$ cat src/design/cache_geom_pkg.sv
`default_nettype none

package cache_geom_pkg;

    // system address and line geometry
    localparam int ABUS       = 32;
    localparam int LNBITS     = 4;               // log2 of bytes per line
    localparam int LINE_BYTES = 2 ** LNBITS;
    localparam int LINE_W     = 8 * LINE_BYTES;

    // flags stored next to each tag
    localparam int FLBITS   = 4;
    localparam int FL_VALID = 0;
    localparam int FL_DIRTY = 1;                 // set by the controller on stores

    typedef logic [ABUS-1:0]       addr_t;
    typedef logic [LINE_W-1:0]     line_t;
    typedef logic [LINE_BYTES-1:0] strb_t;       // one bit per line byte
    typedef logic [FLBITS-1:0]     flags_t;

endpackage : cache_geom_pkg

`default_nettype wire

$ cat src/design/cache_bus_pkg.sv
`default_nettype none

package cache_bus_pkg;

    // request from the cache controller, sampled every clock
    typedef struct packed {
        logic                   re;
        logic                   we;
        logic                   invalidate;
        logic                   direct_access;  // low address bits name the way
        cache_geom_pkg::addr_t  addr;
        cache_geom_pkg::line_t  wdata;
        cache_geom_pkg::strb_t  wstrb;
        cache_geom_pkg::flags_t wflags;
    } line_req_t;

    // lookup result for the previous request
    typedef struct packed {
        logic                   hit;
        cache_geom_pkg::addr_t  raddr;          // line aligned
        cache_geom_pkg::line_t  rdata;
        cache_geom_pkg::flags_t rflags;
    } line_resp_t;

    // per-way port, a way writes when any strobe is set
    typedef struct packed {
        cache_geom_pkg::addr_t  addr;
        cache_geom_pkg::strb_t  wstrb;
        cache_geom_pkg::line_t  wdata;
        cache_geom_pkg::flags_t wflags;
    } way_in_t;

    typedef struct packed {
        cache_geom_pkg::addr_t  raddr;
        cache_geom_pkg::line_t  rdata;
        cache_geom_pkg::flags_t rflags;
        logic                   hit;
    } way_out_t;

endpackage : cache_bus_pkg

`default_nettype wire

$ cat src/design/tag_way_ram.sv
`default_nettype none

module tag_way_ram #(
    parameter int IBITS = 4                      // index width, 2**IBITS sets
) (
    input  logic                    i_clk,
    input  logic                    i_nrst,
    input  cache_bus_pkg::way_in_t  i_way,
    output cache_bus_pkg::way_out_t o_way
);

    localparam int DEPTH  = 2 ** IBITS;
    localparam int LNBITS = cache_geom_pkg::LNBITS;
    localparam int ABUS   = cache_geom_pkg::ABUS;

    logic [IBITS-1:0]       idx;
    logic                   wr_en;
    cache_geom_pkg::addr_t  line_addr;

    // storage arrays, one entry per set
    cache_geom_pkg::addr_t  tag_mem  [DEPTH];
    cache_geom_pkg::flags_t flag_mem [DEPTH];
    cache_geom_pkg::line_t  data_mem [DEPTH];

    // registered read port
    cache_geom_pkg::addr_t  r_req_addr;
    cache_geom_pkg::addr_t  r_tag;
    cache_geom_pkg::flags_t r_flags;
    cache_geom_pkg::line_t  r_data;

    assign idx       = i_way.addr[IBITS+LNBITS-1:LNBITS];
    assign line_addr = {i_way.addr[ABUS-1:LNBITS], {LNBITS{1'b0}}};
    assign wr_en     = |i_way.wstrb;

    // flags are the only array cleared on reset, so every line comes up invalid
    always_ff @(posedge i_clk or negedge i_nrst) begin
        if (!i_nrst) begin
            for (int i = 0; i < DEPTH; i++) begin
                flag_mem[i] <= '0;
            end
        end else if (wr_en) begin
            flag_mem[idx] <= i_way.wflags;
        end
    end

    always_ff @(posedge i_clk) begin
        if (wr_en) begin
            tag_mem[idx] <= line_addr;           // whole line address is the tag
        end
        for (int b = 0; b < cache_geom_pkg::LINE_BYTES; b++) begin
            if (i_way.wstrb[b]) begin
                data_mem[idx][8*b +: 8] <= i_way.wdata[8*b +: 8];
            end
        end
    end

    // read returns the contents before a write on the same edge
    always_ff @(posedge i_clk or negedge i_nrst) begin
        if (!i_nrst) begin
            r_flags <= '0;
        end else begin
            r_flags <= flag_mem[idx];
        end
    end

    always_ff @(posedge i_clk) begin
        r_tag      <= tag_mem[idx];
        r_data     <= data_mem[idx];
        r_req_addr <= line_addr;                 // compared one cycle later
    end

    always_comb begin
        o_way.raddr  = r_tag;
        o_way.rdata  = r_data;
        o_way.rflags = r_flags;
        o_way.hit    = r_flags[cache_geom_pkg::FL_VALID] && (r_tag == r_req_addr);
    end

endmodule : tag_way_ram

`default_nettype wire

$ cat config.mk
export PLATFORM = sky130hd
export DESIGN_NAME = tag_way_ram
export DESIGN_NICKNAME = d
export VERILOG_FILES = /design/src/design/cache_geom_pkg.sv /design/src/design/cache_bus_pkg.sv /design/src/design/tag_way_ram.sv
export SDC_FILE = /design/constraint.sdc
export NUM_CORES = 2
export LEC_CHECK = 0
export CAP_MARGIN = 20
export CORE_AREA = 2 2 630 632
export DETAILED_ROUTE_END_ITERATION = 10
export DIE_AREA = 0 0 632 634
export DONT_BUFFER_PORTS = 1
export PLACE_DENSITY = 0.42
export SLEW_MARGIN = 5
export SYNTH_ARGS = -nofsm -noshare
export SYNTH_HDL_FRONTEND = slang
export SYNTH_SLANG_ARGS = --single-unit
$ cat constraint.sdc
create_clock -name i_clk -period 1.4 [get_ports i_clk]
set_input_delay 0.07 -clock i_clk [delete_from_list [all_inputs] [get_ports i_clk]]
set_output_delay 0.07 -clock i_clk [all_outputs]
set_load 0.05 [all_outputs]
# [Word level (Yosys, flattened, before mapping)]
# Memories as Yosys holds them, arrays and structs flattened. A register that Yosys moved wholly into a read port is not among the register bits.
# Cells that the tools add are included.
# Widths: inputs -> output; s select.
[word_totals] latchBits=0 ff_bits=128 output_inout_bits=165 mem_bits_ro=0 input_bits=182 wordCells=68 mem_count=2 ram_bits=2496
[memory_table] name="data_mem" depth=16 width=128 read_ports=1 rd_clocked_by_memory_dff=1 write_ports=1 line_no="tag_way_ram.sv:23" source="cache_geom_pkg::line_t data_mem [DEPTH];"
[memory_table] name="tag_mem" depth=16 width=28 read_ports=1 rd_clocked_by_memory_dff=1 write_ports=1 line_no="tag_way_ram.sv:21" source="cache_geom_pkg::addr_t tag_mem [DEPTH];"
[classes] n_addsub=0 order_cmp=2 n_reduce_logical=3 n_bitwise=1 n_mul=0 muxes=40 n_eq_ne=1 shifts=0 div=0
[op_table] cell="$bwmux 64" n=1
[op_table] cell="$mux 1" n=34
[op_table] cell="$eq 32x32->1" n=1
[op_table] cell="$bmux 4 s4" n=1
[op_table] cell="$demux 4 s4" n=1
[op_table] cell="$reduce_or 16->1" n=1
[op_table] cell="$mux 4" n=3
[op_table] cell="$ge 5x5->1 const B" n=1
[op_table] cell="$lt 5x1->1 const B" n=1
[op_table] cell="$not 4->5" n=1
[op_table] cell="$logic_and 1x1->1" n=2

# [Depth between registers and ports, before layout]
[logic_depth] ltp_word=6 mapped_depth=7 mapped_depth_nobuf=4

# [Worst setup path before layout]
# OpenSTA, ideal clock, no wires.
[synth_timing] kind="reg-to-output" from="reg r_tag[27] (read register of tag_mem)" to="out o_way[0] in the netlist's numbering" arrival_ps=2639 path_stages_with_launch=5 path_buffers=0 setup_slack_ps=-1309 t_required_ps=1330 cell_sequence="dfxtp_1 > xor2_1 > nor4_1 > nand3_1 > nor4_1"
[synth_rtl] element="start, declared" line_no="tag_way_ram.sv:27" source="cache_geom_pkg::addr_t r_tag;"
[synth_rtl] element="end, declared" line_no="tag_way_ram.sv:9" source="output cache_bus_pkg::way_out_t o_way"

==> reports/metrics.csv <==
metric;value;unit
power.density;1460;nW/µm²
antenna_found_initial;81;
worstHoldEndpoint;r_req_addr[4]$_DFF_P_;
h-tree-depth;5;
insertion_delay;910;ps
synth_cell_type_count;29;
dp_slack;-1950;ps
cts_num_sinks;2748;
tightest_slew;806;ps
vias;48700;
finalCoreUtilization;33.1;%
portBuffers;0;
cts_buffer_depth;4;
initial_core_util;25.9;%
r2r_slack;-60;ps
synth_cells;4547;
grt_usage;13.9;%
final_antenna_net_count;0;
grt_pass1_vias;51600;
drv_cap;0;
ff2ff_path_depth;4;
mostFrequentLayoutCell;edfxtp_1;
vias_per_cell;4.46;
drt_iter0_drc;3646;
most-common-layout-cells;2496 x edfxtp_1, 640 x mux4_2, 333 x clkbuf_16;
met1_usage;18.0;%
setup_slack;-1080;ps
ys_seq_elements;2748;
r2r-end;r_data[113]$_DFF_P_;
post-route-drc-count;0;
coreArea;394000;µm²
gr-total-overflow;0;
drv_slew;0;
grt_max_degree;665;
cts_buffers;318;
start_kind;flip-flop;
min_path_cells;0;
synth_area_per_cell;22.4;µm²
synth_top_area_cell;edfxtp_1;
violations;negative hold slack, negative setup slack;
num_rows;231;
gp_congestion;0.723;
die_h;634;µm
fmax;403;MHz
crit-reg2reg-launch;data_mem[2][113]$_DFFE_PP_;
hpwlAfterDp;167;mm
synth_area;102000;µm²
cp.arrival;2410;ps
synth_warnings;0;
routed_wl;288;mm
use_met3;2.49;%
final_layout_size_suffix_gt1_share;37.0;%
ios;347;
worstPathRequired;1330;ps
hold_viol;45;
dieArea;401000;µm²
setup_viol;2836;
peakVddDrop;985;µV
wire_per_inst;26.4;µm
power_leakage;42.0;nW
whs;-743;ps
clkTransAtPathRegs;60;ps
holdCritPathClass;input pin to flip-flop;
die_w;632;µm
cts_tree;done;
grt.busiest_layer;met2;
root_buffer;clkbuf_16;
min_period;2480;ps
holdCritStartpoint;i_way[152];
fin_tns_setup;-1461240;ps
grt.met2_usage;23.9;%
grt_pass1_wl;400;mm
rsz0062_at_grt;true;
status;finished, violations left;
maxSlewHeadroom;46.3;%
firstDrtPassIters;5;
ys_seq_area_share;78.7;%
synth_area_leaders;edfxtp_1 73%, mux4_2 14%, dfxtp_1 3.6%;
crit_path_end_kind;output pin;
instances_no_fill;10900;
fin_crit_sh;177;%
syn2layout_area_growth;27.7;%
critPathKind;flip-flop to output pin;
nets;5570;
synth_top_area_share;73.5;%
cp_max_fo;2;
placedCellCount;10100;
skew;41.6;ps
-- state kept, by name, summed over array words and instances (netlist names) --
register	flops
data_mem	2048
tag_mem	448
r_flags	4
r_req_addr	28
flag_mem	64
r_data	128
r_tag	28
-- Yosys cell counts --
library cell,instances
mux4_2,640
edfxtp_1,2496
nand3_1,1
nand2b_1,4
nor2_1,4
dfxtp_1,184
nor2b_1,2
or2_2,1
xor2_1,19
nand2_4,10
buf_2,68
inv_1,16
nor3_1,1
conb_1,1
a22oi_1,320
buf_4,41
buf_1,40
nor3_2,3
buf_6,6
clkbuf_1,101
xnor2_1,9
nor2_2,9
nor4_1,9
nand2_1,168
nor3_4,1
mux2_2,64
and2_1,257
dfrtp_1,68
nand4_1,4
-- per-layer routing --
metal  share of wire (%)  vias up
met3                 4.9      465
met2                  50     1186
li1                    -    20700
met5               0.052        -
met4                 2.7       24
met1                  43    26300
-- logic make-up after synthesis --
group	Yosys count	share of synthesized area (%)
flops	2748	78.7
mux	704	14.8
simple gates	474	2.55
compound gates	320	2.35
buf+inv	272	1.28
xor+xnor	28	0.240
other cells	1	0.00368
-- worst max-delay path by stage --
| stage | cells after the start | slack [ps] | startpoint | end |
|---|---|---|---|---|
| 3_3_place_gp | 5 | -1970 | i_way[152] | r_data[117]$_DFF_P_ |
| 5_1_grt | 6 | -1230 | r_tag[21]$_DFF_P_ | o_way[0] |
| 6_report | 6 | -1080 | r_tag[21]$_DFF_P_ | o_way[0] |
| 2_1_floorplan | 5 | -270 | i_way[134] | tag_mem[5][0]$_DFFE_PP_ |
| 4_1_cts | 6 | -1200 | r_tag[12]$_DFF_P_ | o_way[0] |
| 3_5_place_dp | 5 | -1950 | i_way[152] | r_data[117]$_DFF_P_ |
-- what timing repair did --
| item | 4_1_cts | 5_1_grt |
|---|---|---|
| endpoints found under the setup margin | 279 | 2754 |
| gates cloned | 7 | 11 |
| hold buffers | 192 | 3 |
| pin swaps | 25 | 34 |
| gates resized for setup | 484 | 53 |
| setup buffers | 2 | 1 |
| hold endpoints to repair | 4870 | 105 |
-- through the flow --
stage	power, mW	hold slack (ps)	instance area [µm²]
3_5_place_dp	105	-221	115000
6_report	190	-743	130000
5_1_grt	197	-832	130000
4_1_cts	192	-901	130000
3_3_place_gp	105	-222	115000
2_1_floorplan	102	-226	102000
-- power by group --
part	internal, mW	leakage (nW)	switching, mW
sequential	92.4	25.0	2.22
clock	49.9	5.14	33.6
combinational	5.45	11.9	6.86
-- critical path: stages, from the launching register on --
cell	delay [ps]
dfxtp_4	370
xor2_2	140
nor4_2	290
buf_4	180
nand3_4	70
nor4_4	280
buf_12	180
-- final cells by class --
type / instances / area (µm²)
clock buffer: 444 / 8880
timing repair buffer: 774 / 11100
inverter: 16 / 120
multi-input combinational: 1530 / 21100
sequential: 2748 / 80800
clock inverter: 142 / 1700
fill: 37300 / 264000
tap: 5242 / 6560
antenna: 25 / 62.6
Power figures use the tool's default switching activity.
