**src/design/lru_nway.sv**
```systemverilog
`default_nettype none

module lru_nway #(
    parameter int WAYBITS = 2,
    parameter int IBITS   = 4
) (
    input  logic               i_clk,
    input  logic               i_nrst,
    input  logic               i_init,
    input  logic               i_up,
    input  logic               i_down,
    input  logic [IBITS-1:0]   i_raddr,
    input  logic [IBITS-1:0]   i_waddr,
    input  logic [WAYBITS-1:0] i_way,
    output logic [WAYBITS-1:0] o_lru
);

    localparam int NWAYS = 2 ** WAYBITS;
    localparam int DEPTH = 2 ** IBITS;

    // entry 0 is the least recent way, entry NWAYS-1 the most recent
    typedef logic [NWAYS-1:0][WAYBITS-1:0] order_t;

    order_t lru_mem [DEPTH];
    order_t cur_order;
    order_t new_order;
    logic   upd;

    function automatic order_t identity_order();
        order_t ord;
        for (int k = 0; k < NWAYS; k++) begin
            ord[k] = WAYBITS'(k);
        end
        return ord;
    endfunction

    assign cur_order = lru_mem[i_waddr];
    assign upd       = i_init | i_up | i_down;

    always_comb begin
        int pos;
        pos = 0;
        for (int k = 0; k < NWAYS; k++) begin
            if (cur_order[k] == i_way) pos = k;  // where i_way sits now
        end
        new_order = cur_order;
        if (i_init) begin
            new_order = identity_order();
        end else if (i_up) begin
            // close the gap and append at the recent end
            for (int k = 0; k < NWAYS - 1; k++) begin
                if (k >= pos) new_order[k] = cur_order[k+1];
            end
            new_order[NWAYS-1] = i_way;
        end else if (i_down) begin
            // shift older entries up by one, put i_way first
            for (int k = 1; k < NWAYS; k++) begin
                if (k <= pos) new_order[k] = cur_order[k-1];
            end
            new_order[0] = i_way;
        end
    end

    always_ff @(posedge i_clk or negedge i_nrst) begin
        if (!i_nrst) begin
            for (int d = 0; d < DEPTH; d++) begin
                lru_mem[d] <= identity_order();
            end
        end else if (upd) begin
            lru_mem[i_waddr] <= new_order;
        end
    end

    always_ff @(posedge i_clk or negedge i_nrst) begin
        if (!i_nrst) begin
            o_lru <= '0;
        end else if (upd && (i_raddr == i_waddr)) begin
            o_lru <= new_order[0];               // bypass the order being written
        end else begin
            o_lru <= lru_mem[i_raddr][0];
        end
    end

endmodule : lru_nway

`default_nettype wire

```
**config.mk**
```make
export PLATFORM = sky130hd
export DESIGN_NAME = lru_nway
export DESIGN_NICKNAME = d
export VERILOG_FILES = /design/src/design/lru_nway.sv
export SDC_FILE = /design/constraint.sdc
export NUM_CORES = 1
export LEC_CHECK = 0
export BUFFER_PORTS_ARGS = -buffer_cell sky130_fd_sc_hd__buf_2
export CORE_ASPECT_RATIO = 0.7
export CORE_UTILIZATION = 30
export CTS_CLUSTER_SIZE = 30
export DETAILED_ROUTE_END_ITERATION = 12
export PLACE_DENSITY_LB_ADDON = 0.3
export RECOVER_POWER = 100
export SLEW_MARGIN = 0
export SYNTH_ARGS = -nofsm -noshare
export SYNTH_HDL_FRONTEND = slang
export SYNTH_SLANG_ARGS = --single-unit
```
**constraint.sdc**
```tcl
create_clock -name i_clk -period 3.75 [get_ports i_clk]
set_input_delay 0.1875 -clock i_clk [delete_from_list [all_inputs] [get_ports i_clk]]
set_output_delay 0.1875 -clock i_clk [all_outputs]
set_load 0.005 [all_outputs]
```
# Word-level counts from Yosys, hierarchy flattened
# Cells that the tools add are included.
[word_totals]
ff_bits = 130
latch_bits = 0
mem_bits_rw = 0
romBits = 0
word_cells = 106
n_memories = 0
[classes]
add_sub_neg = 0
n_mul = 0
div_mod_pow = 0
n_lt_le_gt_ge = 9
n_eq_ne = 4
shifts = 0
n_mux = 22
bitwise = 4
n_reduce_logical = 2
[op_table]
columns = ["operator", "n"]
rows = [
  ["128-bit bitwise mux", 1],
  ["8-bit binary-select mux with 4-bit select", 2],
  ["3-bit by 32-bit less-or-equal comparator with 1-bit output (first input constant)", 2],
  ["8-bit two-way mux", 6],
  ["8-bit demux with 4-bit select", 1],
  ["1-bit by 32-bit greater-or-equal comparator with 1-bit output (first input constant)", 1],
  ["2-bit by 32-bit greater-or-equal comparator with 1-bit output (first input constant)", 1],
  ["3-bit by 32-bit greater-or-equal comparator with 1-bit output (first input constant)", 1],
  ["2-bit by 32-bit less-or-equal comparator with 1-bit output (first input constant)", 1],
  ["2-bit two-way mux", 11],
  ["5-bit greater-or-equal comparator (second input constant)", 2],
  ["4-bit inverter with 5-bit output", 2],
  ["2-bit == test", 3],
  ["5-bit by 1-bit < comparator with 1-bit output (second input constant)", 1],
  ["4-bit == test", 1],
  ["1-bit logical AND", 2],
  ["1-bit OR", 2],
  ["1-bit two-way mux", 1],
]

# Depth between registers and ports, before layout
# Gate-level depths: netlist of run 1.
[logic_depth]
word_depth = 14
ltp_mapped = 12
depth_no_buf = 8

# Worst setup path before layout of run 1
# Ideal clock, no wire load.
[synth_timing]
path_type = "input to register"
start = "in i_waddr[0]"
end = "reg o_lru[1]"
setup_ps = 125
arrival_time_ps = 2798
slack_ps = 827
cell_stages = 10
path_cell_list = "buf_2 -> mux4_1 -> a22oi_2 -> nand2_2 -> xnor2_4 -> o21a_1 -> a32o_1 -> a2111o_1 -> buf_4 -> mux2_4"
[synth_between]
elab_chain_len = 13
word_cells_on_any_way = 18
cone_classes = "1 x order compare; 4 x eq/ne; 11 x mux; 1 x bitwise; 1 x reduce/logical"
[synth_rtl]
columns = ["element", "line", "text"]
rows = [
  ["start, declared", "13", "input logic [IBITS-1:0] i_waddr,"],
  ["4-bit inverter with 5-bit output (not written as such)", "37", "assign cur_order = lru_mem[i_waddr];"],
  ["8-bit binary-select mux with 4-bit select", "37", ""],
  ["8-bit two-way mux (not written as such) (2 in series)", "37", ""],
  ["2-bit == test", "44", "if (cur_order[k] == i_way) pos = k;"],
  ["1-bit two-way mux", "44", ""],
  ["2-bit two-way mux (2 in series)", "44", ""],
  ["1-bit by 32-bit greater-or-equal comparator with 1-bit output", "52", "if (k >= pos) new_order[k] = cur_order[k+1];"],
  ["2-bit two-way mux", "52", ""],
  ["8-bit two-way mux", "49", "end else if (i_up) begin"],
  ["8-bit two-way mux", "47", "if (i_init) begin"],
  ["2-bit two-way mux *", "77", "end else if (upd && (i_raddr == i_waddr)) begin"],
  ["end signal, assigned", "78", "o_lru <= new_order[0];"],
  ["end signal, assigned", "80", "o_lru <= lru_mem[i_raddr][0];"],
  ["end, declared", "15", "output logic [WAYBITS-1:0] o_lru"],
]
# Every way passes the cells marked *; elsewhere a longest branch is shown, timed or not. The select of a mux whose other input is x is not followed.
# A chain may end at the register's enable or synchronous reset.

# Worst setup path in the final report of run 1
[layout_timing]
start = "reg lru_mem[39] (netlist bit)"
end = "reg lru_mem[81] (netlist bit)"
[layout_between]
elab_chain_len = 10
[layout_rtl]
columns = ["element", "line", "text"]
rows = [
  ["start, declared", "24", "order_t lru_mem [DEPTH];"],
  ["start signal, assigned by index", "67", "lru_mem[d] <= identity_order();"],
  ["start signal, assigned by index", "70", "lru_mem[i_waddr] <= new_order;"],
  ["8-bit binary-select mux with 4-bit select", "37", ""],
  ["8-bit two-way mux (not written as such) (2 in series)", "37", ""],
  ["2-bit == test", "44", ""],
  ["2-bit two-way mux", "44", ""],
  ["1-bit by 32-bit greater-or-equal comparator with 1-bit output", "52", ""],
  ["2-bit two-way mux", "52", ""],
  ["8-bit two-way mux", "49", ""],
  ["8-bit two-way mux", "47", ""],
  ["128-bit bitwise mux", "70", ""],
]
# No other way between the ends. The select of a mux whose other input is x is not followed.

==> impl_metrics.csv, run 1 <==
group,metric,value,unit
cts,root_buffer,"clkbuf_16",
setup_path,worstPathRequired,4050,ps
timing,setup_slack,335,ps
run,maxCapViolCount,0,
finish,areaGrowthSynthToFinish,15.5,%
synthesis,synthCells,654,
synthesis,synth_area,0.00716,mm2
die,core.rowCount,46,
detailed_routing,wl,20100,um
setup_path,cp.arrival,3710,ps
detailed_routing,final_antenna_net_count,0,
die,io_pins,17,
run_status,status,"complete, no violations",
die,coreArea,0.0230,mm2
cts,clk_pin_slew_worst_paths,60,ps
timing,setup_tns,0,ps
timing,min_period_over_period,91.1,%
worst_hold_path,holdCritPathClass,"in -> reg",
timing,rsz0062_at_grt,"false",
die,dieHeight,131,um
finish,drive_gt1_share,28.7,%
setup_path,critPathLaunchType,"flop",
timing,tightest_slew,1490,ps
detailed_routing,dr_total_vias,5497,
timing,drv_slew,0,
global_route,grt_max_degree,107,
timing,clock.fmax,293,MHz
synthesis,synth_top_area_cell,"dfstp_2",
timing,final-hold-violation-count,0,
cts,cts_made_buffers,17,
synthesis,synth-async-reset-ratio,100,%
setup_path,crit_fanout,17,
timing,finClkSkew,9.12,ps
cts,post_cts_buffers,0,
finish,nets,699,
synthesis,synth_edf_count,0,
cts,tritoncts,"built",
place,gp_congestion,0.862,
place,portBuffers,16,
synthesis,synth.distinct_cells,69,
power_and_ir_drop,p_leak,3.32,nW
timing,setup_violations,0,
cts,clock_path_buffers,2,
die,die_area,0.0245,mm2
die,start_util,31.1,%
synthesis,synth.yosys.warnings,0,
power_and_ir_drop,total_power,5.26,mW
global_route,grt_pass1_vias,5101,
place,pre_cts_slack,227,ps
setup_path,crit_path_start,"lru_mem[39]",
global_route,grt_pass1_wl,31500,um
synthesis,synth_top_area_share,23.5,%
timing,fin_crit,3410,ps
cts,clkSinkCount,130,
detailed_routing,drcViolationCount,0,
power_and_ir_drop,pwr_density_cell,636,mW/mm2
synthesis,synth-seq-area-share,46.6,%
setup_path,critPathCaptureType,"flop",
synthesis,syn_nets,669,
place,dp_hpwl,14000,um
setup_path,crit_type,"reg -> reg",
synthesis,synth.avg_cell_area,10.9,um2
detailed_routing,routedWlPerCell,19.9,um
synthesis,synth_flop_cell,"dfrtp_1",
power_and_ir_drop,ir_worst_vdd,0.000290,V
die,dieWidth,187,um
timing,max_slew_margin,0.738,%
global_route,grt_use_total,16.9,%
detailed_routing,drt-vias-per-instance,5.44,
setup_path,rr_startpoint,"lru_mem[39]",
synthesis,synth_seq_cells,130,
global_route,grt_overflow_total,0,
synthesis,synth_area_leaders,"dfstp_2, dfrtp_1, mux4_2",
detailed_routing,drt_iter0_markers,501,
worst_hold_path,min_from,"i_raddr[2]",
global_route,grt_antenna_before_repair,1,
cts,clk-insertion-delay-late,420,ps
cts,htree_levels,4,
detailed_routing,firstDrtPassIters,5,
## report_power, final
group | total [mW] | leakage [nW] | switching, mW | internal [mW]
logic | 1.33 | 1.54 | 0.693 | 0.633
registers | 2.18 | 1.49 | 0.253 | 1.93
clock network | 1.75 | 0.293 | 0.671 | 1.08
total | 5.26 | 3.32 | 1.62 | 3.64
## sequential cells by signal, summed over array words and instances, names as in the netlist
| name | cells |
|---|---|
| o_lru | 2 |
| lru_mem | 128 |
## worst max-delay path, cell delays in order, from the launching register on
cell and delay, ps:
dfstp_2 370, mux4_2 490, a22oi_1 360, a21o_1 250, nand4_1 260, o21a_1 240, a32o_1 220, a2111o_1 680
mux2_1 410
## cells by family (layout without fill, tap and decap cells)
kind of cell	Yosys count	in the layout	synth area share (%)
AOI/OAI and AO/OA	163	163	15.5
xor gates and xnor gates	7	7	1.22
buffers and inverters	41	84	2.69
DFF	130	130	46.6
muxes	84	84	19.7
other	0	1	0
and+or+nand+nor	229	229	14.3
## area by class of cell
class / instances / area [um2]
inverters: 7 / 26.3
multi-input cells: 483 / 3560
diodes: 1 / 2.50
clock buffers: 19 / 443
fillers: 2308 / 14800
flip-flops and latches: 130 / 3330
repair buffers: 45 / 339
clock inverters: 13 / 176
well taps: 312 / 390
## routing by layer
metal  share of wire, %  routed length, um  track usage (%)  up-vias
li1                   -                  -                -     2515
met1                 53              10700             27.7     2780
met2                 39               7760             21.2      188
met3                7.0               1410             4.43       14
met4               0.81                162             3.69        0
met5                  0                  0                0        -
## placed cells by master, fill, tap and decap left out, types with 3 or more instances in the layout
cell,instances
a211oi_1,3
a21o_1,4
a21oi_1,8
a22o_1,16
a22oi_1,6
a22oi_2,3
a31oi_1,37
and2_1,6
and3_1,3
buf_12,5
buf_2,14
buf_4,16
bufinv_16,3
clkbuf_1,8
clkbuf_16,17
clkinv_4,3
clkinvlp_4,3
dfrtp_1,66
dfstp_2,63
inv_1,7
inv_6,3
mux2_1,15
mux2_2,29
mux2i_1,4
mux4_1,7
mux4_2,29
nand2_1,89
nand2b_1,5
nand3_1,11
nand4_1,4
nor2_1,77
nor2b_1,5
nor3_1,15
nor4_1,3
o21a_1,4
o21ai_0,54
o22ai_1,3
xnor2_1,3
## cells in the mapped netlist (3+ instances only)
library cell  number
a22o_1            16
nand3_1           11
clkbuf_1          16
nor3_1            15
nand2b_1           5
buf_4              3
a21oi_1            8
mux4_1             7
nor2b_1            5
a22oi_1            5
mux4_2            29
o21ai_0           38
a22oi_2            4
nand2_1           88
mux2_4            10
and3_1             3
nor2_1            77
mux2_1             5
dfstp_2           64
a31oi_1           37
nor4_1             3
a211oi_1           3
and2_1             6
o21a_1             4
a21o_1             4
buf_2             10
o21ai_1           16
o22ai_1            3
nand4_1            3
buf_1              3
xnor2_1            3
mux2i_1            4
mux2_2            29
inv_1              7
dfrtp_1           66
## stage by stage
stage	utilization, %	cells	area [um2]	hold WS, ps
after global routing	35.9	1009	8260	225
final	35.9	1010	8270	224
after detailed placement	33.7	976	7760	116
after global placement	33.7	976	7760	122
after floorplan	-	654	7160	-108
after CTS	36.4	1009	8390	211
## worst paths after layout
path / cells past startpoint / end / slack (ps)
worst max-delay path: 8 / lru_mem[81] / 340
worst max register to register: 8 / lru_mem[81] / 340
min in group asynchronous: 2 / lru_mem[121] / 620
worst min-delay path: 3 / o_lru[1] / 220
worst min register to register: 2 / lru_mem[116] / 470
max in group asynchronous: 3 / lru_mem[92] / 860
## what timing repair did
| action | 4_1_cts | 5_1_grt |
|---|---|---|
| hold endpoints to repair | 24 | 0 |
| hold buffers | 1 | 0 |
| gates resized for setup | 0 | 0 |
| endpoints found under the setup margin | 0 | 0 |
Note: power is estimated with default switching activity, not from simulation.
==> inputs of run 2 (changes only) <==
- CTS_BUF_LIST: default -> sky130_fd_sc_hd__clkbuf_8 sky130_fd_sc_hd__clkbuf_16
- SLEW_MARGIN: 0 -> default
==> impl_metrics.csv, run 2 (same netlist as run 1, synthesis figures left out) <==
group,metric,value,unit
place,portBuffers,16,
finish,layout_commonest_cell,"nand2_1",
die,core.rowCount,46,
setup_path,cpPeakStageDelay,680,ps
detailed_routing,dr_total_vias,5491,
finish,largest_register,"lru_mem",
cts,clkSinkCount,130,
run_status,status,"complete, no violations",
power_and_ir_drop,total_power,5.26,mW
detailed_routing,drcViolationCount,0,
setup_path,cp.arrival,3710,ps
cts,root_buffer,"clkbuf_16",
die,start_util,31.1,%
global_route,grt_pass1_wl,31500,um
power_and_ir_drop,p_leak,3.32,nW
cts,htree_levels,4,
timing,finClkSkew,9.74,ps
timing,final-hold-violation-count,0,
setup_path,critPathCaptureType,"flop",
finish,largest_reg_flops,128,
finish,multiInputGateArea,0.00356,mm2
finish,nets,699,
worst_hold_path,holdCritPathClass,"in -> reg",
die,dieWidth,187,um
detailed_routing,routedWlPerCell,19.9,um
detailed_routing,firstDrtPassIters,5,
setup_path,slowest_stage,"a2111o_1",
finish,fill_cells,2308,
setup_path,rr_startpoint,"lru_mem[39]",
finish,register_area,0.00333,mm2
setup_path,crit_type,"reg -> reg",
cts,post_cts_buffers,0,
setup_path,worstPathRequired,4050,ps
timing,setup_tns,0,ps
die,io_pins,17,
cts,clock_path_buffers,2,
setup_path,reg2regPathDepth,8,
timing,fin_crit,3420,ps
timing,rsz0062_at_grt,"false",
power_and_ir_drop,pwr_density_cell,636,mW/mm2
run,maxCapViolCount,0,
setup_path,rrSetupSlack,330,ps
detailed_routing,drt_iter0_markers,495,
die,coreArea,0.0230,mm2
cts,cts_made_buffers,17,
die,dieHeight,131,um
timing,max_slew_margin,0.786,%
finish,largestRegisters,"lru_mem x128, o_lru x2",
finish,mostFrequentLayoutCells,"nand2_1, nor2_1, dfrtp_1, dfstp_2, o21ai_0",
timing,clock.fmax,293,MHz
cts,tritoncts,"built",
global_route,grt_use_total,16.9,%
setup_path,critPathLaunchType,"flop",
cts,clk_pin_slew_worst_paths,60,ps
power_and_ir_drop,ir_worst_vdd,0.000290,V
setup_path,crit_path_start,"lru_mem[39]",
cts,clk-insertion-delay-late,420,ps
timing,tightest_slew,1490,ps
global_route,grt_pass1_vias,5101,
timing,drv_slew,0,
global_route,grt_antenna_before_repair,1,
setup_path,crit_fanout,17,
cts,cts_resized,0,
die,die_area,0.0245,mm2
finish,areaGrowthSynthToFinish,15.5,%
setup_path,path_cells,"mux4_2 > a22oi_1 > a21o_1 > nand4_1 > o21a_1 > a32o_1 > a2111o_1 > mux2_1",
detailed_routing,drt-vias-per-instance,5.44,
place,dp_hpwl,14000,um
global_route,grt_overflow_total,0,
timing,min_period_over_period,91.1,%
timing,setup_violations,0,
setup_path,endpoint,"lru_mem[81]",
global_route,grt_max_degree,107,
detailed_routing,wl,20100,um
finish,drive_gt1_share,28.7,%
setup_path,r2r_end,"lru_mem[81]",
place,gp_congestion,0.862,
detailed_routing,final_antenna_net_count,0,
-- run 2: repair_timing --
action / CTS / global route
setup endpoints to repair: 0 / 0
endpoints found under the hold margin: 24 / 0
hold buffers: 1 / 0
-- run 2: per-stage QoR --
step / hold WS [ps] / std cells / worst slack, ps / util, % / instance area [um2]
final: 224 / 1010 / 334 / 35.9 / 8270
after detailed placement: 116 / 976 / 227 / 33.7 / 7760
after global placement: 122 / 976 / 296 / 33.7 / 7760
after CTS: 211 / 1009 / 561 / 36.4 / 8390
after global routing: 225 / 1009 / 210 / 35.9 / 8260
after floorplan: -108 / 654 / 827 / - / 7160
-- run 2: final cells by class --
class / instances / share of cell area [%]
Antenna cell: 1 / 0.0303
Tap cell: 312 / 4.72
Clock buffer: 18 / 5.31
Inverter: 7 / 0.318
Multi-Input combinational cell: 483 / 43.0
Sequential cell: 130 / 40.3
Timing Repair Buffer: 45 / 4.10
Clock inverter: 14 / 2.18
-- run 2: worst max-delay path, delay by kind of cell (launching register included) --
family	cells	cell delay, ps
AND/OR/NAND/NOR	1	260
multiplexers	2	900
flip-flops	1	370
AO/OA/AOI/OAI	5	1750
-- run 2: worst min-delay path by stage --
stage / from / endpoint / slack (ps) / cells past startpoint
2_1_floorplan: i_nrst / lru_mem[0] / -110 / 0
3_3_place_gp: i_nrst / lru_mem[121] / 120 / 1
3_5_place_dp: i_nrst / lru_mem[112] / 120 / 1
4_1_cts: i_nrst / lru_mem[121] / 210 / 2
5_1_grt: i_raddr[2] / o_lru[1] / 230 / 3
6_report: i_raddr[2] / o_lru[1] / 220 / 3
-- run 2: report_power, final --
part	total (mW)	internal (mW)	switching, mW
Combinational	1.33	0.633	0.693
Clock	1.75	1.07	0.671
Sequential	2.18	1.93	0.254
Total	5.26	3.64	1.62
-- run 2: metal layers --
layer	up-vias	track usage [%]	part of all wire, %
met2	184	21.2	39
met1	2777	27.7	54
met4	0	3.69	0.81
met5	-	0	0
li1	2516	-	-
met3	14	4.43	7.1
